$ cat src/hdl/rs_config.svh
`ifndef RS_CONFIG_SVH
`define RS_CONFIG_SVH

// physical register tag and ROB index widths
`define RS_TAG_W 6
`define RS_ROB_W 6

// station depth per bank
`define RS_ALU_DEPTH 4
`define RS_MUL_DEPTH 2

// result broadcast ports
`define RS_CDB_PORTS 2

`endif

$ cat src/hdl/rs_op_pkg.sv
package rs_op_pkg;

    // reduced opcode set seen by the issue stage
    typedef enum logic [2:0] {
        op_add,
        op_sub,
        op_and,
        op_or,
        op_xor,
        op_mul,
        op_mulh
    } opcode_e;

    typedef enum logic {
        unit_alu,
        unit_mul
    } unit_e;

    // which bank an opcode is steered to
    function automatic unit_e op_unit(input opcode_e op);
        case (op)
            op_mul, op_mulh: return unit_mul;
            default:         return unit_alu;
        endcase
    endfunction

endpackage

$ cat src/hdl/rs_entry_pkg.sv
`include "rs_config.svh"

package rs_entry_pkg;
    import rs_op_pkg::*;

    typedef logic [`RS_TAG_W-1:0] tag_t;
    typedef logic [`RS_ROB_W-1:0] rob_idx_t;

    // one reservation station slot
    typedef struct packed {
        logic     busy;      // slot holds a waiting instruction
        opcode_e  op;
        tag_t     ps1;
        logic     ps1_ready;
        tag_t     ps2;
        logic     ps2_ready;
        tag_t     pd;
        rob_idx_t rob;
    } rs_entry_t;

endpackage

$ cat src/hdl/rs_if.sv
`timescale 1ns/1ps
`include "rs_config.svh"

// one renamed instruction headed for a single bank
interface dispatch_if
    import rs_op_pkg::*;
    import rs_entry_pkg::*;
();
    logic     write;   // insert this cycle, credits guarantee a free slot
    opcode_e  op;
    tag_t     ps1;
    logic     ps1_ready;
    tag_t     ps2;
    logic     ps2_ready;
    tag_t     pd;
    rob_idx_t rob;

    modport source (
        output write, op, ps1, ps1_ready, ps2, ps2_ready, pd, rob
    );

    modport sink (
        input write, op, ps1, ps1_ready, ps2, ps2_ready, pd, rob
    );
endinterface

// result tag broadcast, shared by both banks
interface cdb_if
    import rs_entry_pkg::*;
();
    logic [`RS_CDB_PORTS-1:0] valid;
    tag_t                     tag [`RS_CDB_PORTS];

    modport source (
        output valid, tag
    );

    modport sink (
        input valid, tag
    );
endinterface

$ cat src/hdl/rs_bank.sv
`timescale 1ns/1ps
`include "rs_config.svh"

module rs_bank
    import rs_op_pkg::*;
    import rs_entry_pkg::*;
#(
    parameter int DEPTH = 4
)(
    input  logic     clk,
    input  logic     rst,

    dispatch_if.sink disp,
    cdb_if.sink      cdb,

    input  logic     grant,
    output logic     req,
    output opcode_e  issue_op,
    output tag_t     issue_ps1,
    output tag_t     issue_ps2,
    output tag_t     issue_pd,
    output rob_idx_t issue_rob
);

    localparam int IDX_W = (DEPTH > 1) ? $clog2(DEPTH) : 1;

    rs_entry_t        ent [DEPTH];
    logic [DEPTH-1:0] s1_hit;      // stored ps1 seen on a CDB port
    logic [DEPTH-1:0] s2_hit;
    logic             new_s1_hit;  // bypass for the entry being written
    logic             new_s2_hit;
    logic [IDX_W-1:0] free_idx;
    logic [IDX_W-1:0] sel_idx;

    // tag compare against every valid broadcast port
    always_comb
    begin
        s1_hit     = '0;
        s2_hit     = '0;
        new_s1_hit = 1'b0;
        new_s2_hit = 1'b0;
        for (int p = 0; p < `RS_CDB_PORTS; p++)
        begin
            if (cdb.valid[p])
            begin
                for (int i = 0; i < DEPTH; i++)
                begin
                    if (ent[i].ps1 == cdb.tag[p])
                        s1_hit[i] = 1'b1;
                    if (ent[i].ps2 == cdb.tag[p])
                        s2_hit[i] = 1'b1;
                end
                if (disp.ps1 == cdb.tag[p])
                    new_s1_hit = 1'b1;
                if (disp.ps2 == cdb.tag[p])
                    new_s2_hit = 1'b1;
            end
        end
    end

    // lowest free slot and lowest ready slot, scanned top down
    always_comb
    begin
        free_idx = '0;
        sel_idx  = '0;
        req      = 1'b0;
        for (int i = DEPTH - 1; i >= 0; i--)
        begin
            if (!ent[i].busy)
                free_idx = IDX_W'(i);
            if (ent[i].busy && ent[i].ps1_ready && ent[i].ps2_ready)
            begin
                sel_idx = IDX_W'(i);
                req     = 1'b1;
            end
        end
    end

    assign issue_op  = ent[sel_idx].op;
    assign issue_ps1 = ent[sel_idx].ps1;
    assign issue_ps2 = ent[sel_idx].ps2;
    assign issue_pd  = ent[sel_idx].pd;
    assign issue_rob = ent[sel_idx].rob;

    always_ff @(posedge clk)
    begin
        if (rst)
        begin
            for (int i = 0; i < DEPTH; i++)
                ent[i].busy <= 1'b0;
        end
        else
        begin
            for (int i = 0; i < DEPTH; i++)
            begin
                if (s1_hit[i])
                    ent[i].ps1_ready <= 1'b1;
                if (s2_hit[i])
                    ent[i].ps2_ready <= 1'b1;
            end
            if (grant)
                ent[sel_idx].busy <= 1'b0;  // free slot never equals the issuing one
            if (disp.write)
            begin
                ent[free_idx] <= '{
                    busy:      1'b1,
                    op:        disp.op,
                    ps1:       disp.ps1,
                    ps1_ready: disp.ps1_ready | new_s1_hit,
                    ps2:       disp.ps2,
                    ps2_ready: disp.ps2_ready | new_s2_hit,
                    pd:        disp.pd,
                    rob:       disp.rob
                };
            end
        end
    end

endmodule

$ cat src/hdl/rs_control.sv
`timescale 1ns/1ps

module rs_control
    import rs_op_pkg::*;
    import rs_entry_pkg::*;
(
    input  logic     clk,
    input  logic     rst,

    input  logic     dispatch_valid,
    input  opcode_e  dispatch_op,
    input  tag_t     dispatch_ps1,
    input  logic     dispatch_ps1_ready,
    input  tag_t     dispatch_ps2,
    input  logic     dispatch_ps2_ready,
    input  tag_t     dispatch_pd,
    input  rob_idx_t dispatch_rob,

    dispatch_if.source alu_disp,
    dispatch_if.source mul_disp,

    input  logic     alu_req,
    input  logic     mul_req,
    input  logic     alu_fu_busy,
    input  logic     mul_fu_busy,
    output logic     alu_grant,
    output logic     mul_grant,
    output logic     alu_credit,
    output logic     mul_credit
);

    unit_e dispatch_unit;

    assign dispatch_unit = op_unit(dispatch_op);

    // exactly one bank sees the write
    assign alu_disp.write     = dispatch_valid && (dispatch_unit == unit_alu);
    assign alu_disp.op        = dispatch_op;
    assign alu_disp.ps1       = dispatch_ps1;
    assign alu_disp.ps1_ready = dispatch_ps1_ready;
    assign alu_disp.ps2       = dispatch_ps2;
    assign alu_disp.ps2_ready = dispatch_ps2_ready;
    assign alu_disp.pd        = dispatch_pd;
    assign alu_disp.rob       = dispatch_rob;

    assign mul_disp.write     = dispatch_valid && (dispatch_unit == unit_mul);
    assign mul_disp.op        = dispatch_op;
    assign mul_disp.ps1       = dispatch_ps1;
    assign mul_disp.ps1_ready = dispatch_ps1_ready;
    assign mul_disp.ps2       = dispatch_ps2;
    assign mul_disp.ps2_ready = dispatch_ps2_ready;
    assign mul_disp.pd        = dispatch_pd;
    assign mul_disp.rob       = dispatch_rob;

    // a busy unit holds its bank
    assign alu_grant = alu_req && !alu_fu_busy;
    assign mul_grant = mul_req && !mul_fu_busy;

    // one credit back per issued entry, a cycle later
    always_ff @(posedge clk)
    begin
        if (rst)
        begin
            alu_credit <= 1'b0;
            mul_credit <= 1'b0;
        end
        else
        begin
            alu_credit <= alu_grant;
            mul_credit <= mul_grant;
        end
    end

endmodule

$ cat src/hdl/rs_top.sv
`timescale 1ns/1ps
`include "rs_config.svh"

module rs_top
    import rs_op_pkg::*;
    import rs_entry_pkg::*;
(
    input  logic     clk,
    input  logic     rst,

    input  logic     dispatch_valid,
    input  opcode_e  dispatch_op,
    input  tag_t     dispatch_ps1,
    input  logic     dispatch_ps1_ready,
    input  tag_t     dispatch_ps2,
    input  logic     dispatch_ps2_ready,
    input  tag_t     dispatch_pd,
    input  rob_idx_t dispatch_rob,

    input  logic     cdb0_valid,
    input  tag_t     cdb0_tag,
    input  logic     cdb1_valid,
    input  tag_t     cdb1_tag,

    input  logic     alu_fu_busy,
    input  logic     mul_fu_busy,

    output logic     alu_issue_valid,
    output opcode_e  alu_issue_op,
    output tag_t     alu_issue_ps1,
    output tag_t     alu_issue_ps2,
    output tag_t     alu_issue_pd,
    output rob_idx_t alu_issue_rob,

    output logic     mul_issue_valid,
    output opcode_e  mul_issue_op,
    output tag_t     mul_issue_ps1,
    output tag_t     mul_issue_ps2,
    output tag_t     mul_issue_pd,
    output rob_idx_t mul_issue_rob,

    output logic     alu_credit,
    output logic     mul_credit
);

    logic alu_req;
    logic mul_req;

    dispatch_if alu_disp_if ();
    dispatch_if mul_disp_if ();
    cdb_if      cdb ();

    assign cdb.valid  = {cdb1_valid, cdb0_valid};
    assign cdb.tag[0] = cdb0_tag;
    assign cdb.tag[1] = cdb1_tag;

    rs_control u_control (
        .clk                (clk),
        .rst                (rst),
        .dispatch_valid     (dispatch_valid),
        .dispatch_op        (dispatch_op),
        .dispatch_ps1       (dispatch_ps1),
        .dispatch_ps1_ready (dispatch_ps1_ready),
        .dispatch_ps2       (dispatch_ps2),
        .dispatch_ps2_ready (dispatch_ps2_ready),
        .dispatch_pd        (dispatch_pd),
        .dispatch_rob       (dispatch_rob),
        .alu_disp           (alu_disp_if.source),
        .mul_disp           (mul_disp_if.source),
        .alu_req            (alu_req),
        .mul_req            (mul_req),
        .alu_fu_busy        (alu_fu_busy),
        .mul_fu_busy        (mul_fu_busy),
        .alu_grant          (alu_issue_valid),  // a grant is the issue
        .mul_grant          (mul_issue_valid),
        .alu_credit         (alu_credit),
        .mul_credit         (mul_credit)
    );

    rs_bank #(.DEPTH(`RS_ALU_DEPTH)) u_alu_bank (
        .clk       (clk),
        .rst       (rst),
        .disp      (alu_disp_if.sink),
        .cdb       (cdb.sink),
        .grant     (alu_issue_valid),
        .req       (alu_req),
        .issue_op  (alu_issue_op),
        .issue_ps1 (alu_issue_ps1),
        .issue_ps2 (alu_issue_ps2),
        .issue_pd  (alu_issue_pd),
        .issue_rob (alu_issue_rob)
    );

    rs_bank #(.DEPTH(`RS_MUL_DEPTH)) u_mul_bank (
        .clk       (clk),
        .rst       (rst),
        .disp      (mul_disp_if.sink),
        .cdb       (cdb.sink),
        .grant     (mul_issue_valid),
        .req       (mul_req),
        .issue_op  (mul_issue_op),
        .issue_ps1 (mul_issue_ps1),
        .issue_ps2 (mul_issue_ps2),
        .issue_pd  (mul_issue_pd),
        .issue_rob (mul_issue_rob)
    );

endmodule
$ cat config.mk
export PLATFORM = sky130hd
export DESIGN_NAME = rs_top
export DESIGN_NICKNAME = d
export VERILOG_FILES = /design/src/hdl/rs_op_pkg.sv /design/src/hdl/rs_entry_pkg.sv /design/src/hdl/rs_if.sv /design/src/hdl/rs_bank.sv /design/src/hdl/rs_control.sv /design/src/hdl/rs_top.sv
export VERILOG_INCLUDE_DIRS = /design/src /design/src/hdl
export SDC_FILE = /design/constraint.sdc
export NUM_CORES = 1
export LEC_CHECK = 0
export ABC_CLOCK_PERIOD_IN_PS = 4300
export BUFFER_PORTS_ARGS = -buffer_cell sky130_fd_sc_hd__buf_4
export CAP_MARGIN = 20
export CORE_ASPECT_RATIO = 1.4
export CORE_MARGIN = 2
export CORE_UTILIZATION = 53
export DETAILED_ROUTE_END_ITERATION = 10
export PLACE_DENSITY_LB_ADDON = 0.05
export SYNTH_ARGS = -nofsm -noshare
export SYNTH_HDL_FRONTEND = slang
export SYNTH_SLANG_ARGS = --single-unit
$ cat constraint.sdc
create_clock -name clk -period 4.3 [get_ports clk]
set_input_delay 0.86 -clock clk [delete_from_list [all_inputs] [get_ports clk]]
set_output_delay 0.86 -clock clk [all_outputs]
set_load 0.05 [all_outputs]
==> metrics.yaml <==
drt_iter0_markers: 526
reg2reg_slack_ns: 2.17
synth_edf_count: 165
crit_type: "reg -> out"
synth_area_per_cell_sq_um: 13.2
fin_ws_ns: 0.600
rsz0062_at_grt: "no"
syn_inst: 695
clk-insertion-delay-late_ns: 0.44
grt_max_degree: 32
rr_endpoint: "u_mul_bank.ent[1][14]"
synth_seq_cells: 182
avgRoutedWirePerCell_microns: 24.1
clk_pin_slew_ns: 0.08
reg2reg_from: "u_mul_bank.ent[0][29]"
clock-sinks: 182
tns_ns: 0
core_sq_um: 16800
ir_drop_uv: 256
drcViolationCount: 0
postCtsSetupBuffers: 0
synth_cell_types: 42
fin_cells: 1001
reg2regPathDepth: 5
syn_area_sq_um: 9140
cts_resized: 0
gr-usage-all-layers_pct: 27.4
diodes: 0
dieHeight_microns: 159
setup_viol: 0
fmax_ghz: 0.270
hold_viol_final: 0
leakagePower_nw: 4.01
numCtsBuffers: 17
cts-root-buf: "clkbuf_16"
worst_clock_skew_ns: 0.00954
cts_tree: "done"
seq_area_frac_synth_pct: 57.9
hold_buffers: 0
crit_path_start: "u_alu_bank.ent[3][29]"
synthToLayoutAreaGrowth_pct: 16.7
relSlewSlack_pct: 34.8
synth_area_leader_cell: "edfxtp_1"
cts.path.max_buffers: 2
hp-class: "reg -> reg"
layout_commonest_cell: "edfxtp_1"
dieArea_sq_um: 18300
ys.flop_type: "edfxtp_1"
dpl.cell_count: 969
start_util_pct: 54.4
layout.nets: 833
mostFrequentLayoutCells: "edfxtp_1 (165), buf_4 (120), xnor2_1 (103)"
drt-total-wl_microns: 24200
drive_above_1_share_pct: 24.4
routed_via_density: 6.06
grt_antenna_before_repair: 0
dp.final_hpwl_microns: 16300
worstMarginPinSlew_ns: 0.971
powerDensity_nw_per_um2: 381
fin_crit_sh_pct: 86.0
synthesis.nets: 743
period_minus_slack_ns: 3.70
slew_viol_final: 0
grt_pass1_vias: 6613
post-place-ws_ns: 1.04
worstPathMaxFanout: 15
crit_arrival_ns: 2.84
gp_congestion: 0.878
drtAntennaViolNets: 0
min_to: "u_alu_bank.ent[0][12]"
grt-ovfl-total: 0
min_from: "u_alu_bank.ent[0][12]"
start_kind: "flop"
die_w_microns: 115
worstPathRequired_ns: 3.44
yosysWarnings: 0
cts_htree_levels: 4
grt_pass1_wl_microns: 37100
min_delay_path_depth: 2
end_kind: "output port"
status: "complete, no violations"
synth_top_area_share_pct: 54.2
ios: 106
cap_violations: 0
vias: 6066
synth.area.top_cells: "edfxtp_1 (54%), xnor2_1 (9.9%), xor2_1 (6.4%)"
async_flop_share_pct: 0
num_rows: 56
portBuffers: 105
dr.pass1.iters: 5
## flip-flops by register name, indices dropped and copies added, names as in the netlist
name	count
u_alu_bank.ent	120
u_control.alu_credit	1
u_control.mul_credit	1
u_mul_bank.ent	60
## worst max-delay path by stage
stage / end / cells past startpoint
2_1_floorplan: u_alu_bank.ent[2][12] / 4
3_3_place_gp: alu_issue_op[0] / 6
3_5_place_dp: alu_issue_rob[5] / 6
4_1_cts: alu_issue_rob[5] / 6
5_1_grt: alu_issue_rob[5] / 6
6_report: alu_issue_rob[5] / 6
## per-stage QoR
step	utilization, %	instance area [sq um]	hold WS, ns	power (mW)
6_report	63.4	10700	0.532	4.07
5_1_grt	63.4	10700	0.557	4.19
4_1_cts	63.4	10700	0.531	4.09
3_5_place_dp	59.8	10100	0.515	2.55
3_3_place_gp	59.8	10100	0.510	2.54
2_1_floorplan	-	9140	0.482	2.38
## critical path, cell delays in order (launching register included)
cell and delay (ns):
dfxtp_1 0.39, nand3_1 0.11, nand2b_4 0.17, a21bo_1 0.48, nor2_2 0.76, a221o_1 0.29, buf_4 0.20
## Yosys cell counts (3+ instances only)
master      n
nand3_1    13
o21ai_0    24
nor2b_1     3
buf_2      24
o211ai_1    3
nor3_1      3
a22oi_1    21
nor2_2      3
dfxtp_1    17
nand2_1     4
buf_6       3
nand4_1    28
buf_4       9
a21oi_1     3
nor2_1     12
nand2b_1    3
xor2_1     67
and2_1     30
mux2_2     27
a22o_1     15
mux2i_1    13
a221o_1    15
clkbuf_1   13
and3_1     27
inv_1       4
xnor2_1   103
edfxtp_1  165
nor4_1     23
o22ai_1     3
## metal layers
metal	vias up	routed length [microns]	track usage (%)
met5	-	0	0
met4	0	1160	14.8
met3	75	1530	5.10
met2	249	12500	47.0
met1	2974	8940	32.0
li1	2768	-	-
## report_power, final
part	internal (mW)	leakage [nW]	switching, mW	total (mW)
registers	1.98	1.75	0.0350	2.01
clock network	0.789	0.295	0.766	1.56
logic	0.179	1.97	0.320	0.499
## final cells by class
class	count	area, sq um
clock buffer	17	425
inverter	4	15.0
multi-input combinational	460	3600
fill	1313	6150
tap	203	254
sequential	182	5300
timing repair buffer	120	901
clock inverter	15	179
## cell families after synthesis
family / synth area share [%]
AND/OR/NAND/NOR: 10.3
multiplexers: 4.75
buffers and inverters: 3.12
XOR/XNOR: 16.3
flip-flops: 57.9
AO/OA/AOI/OAI: 7.64
Power figures use the tool's default switching activity.
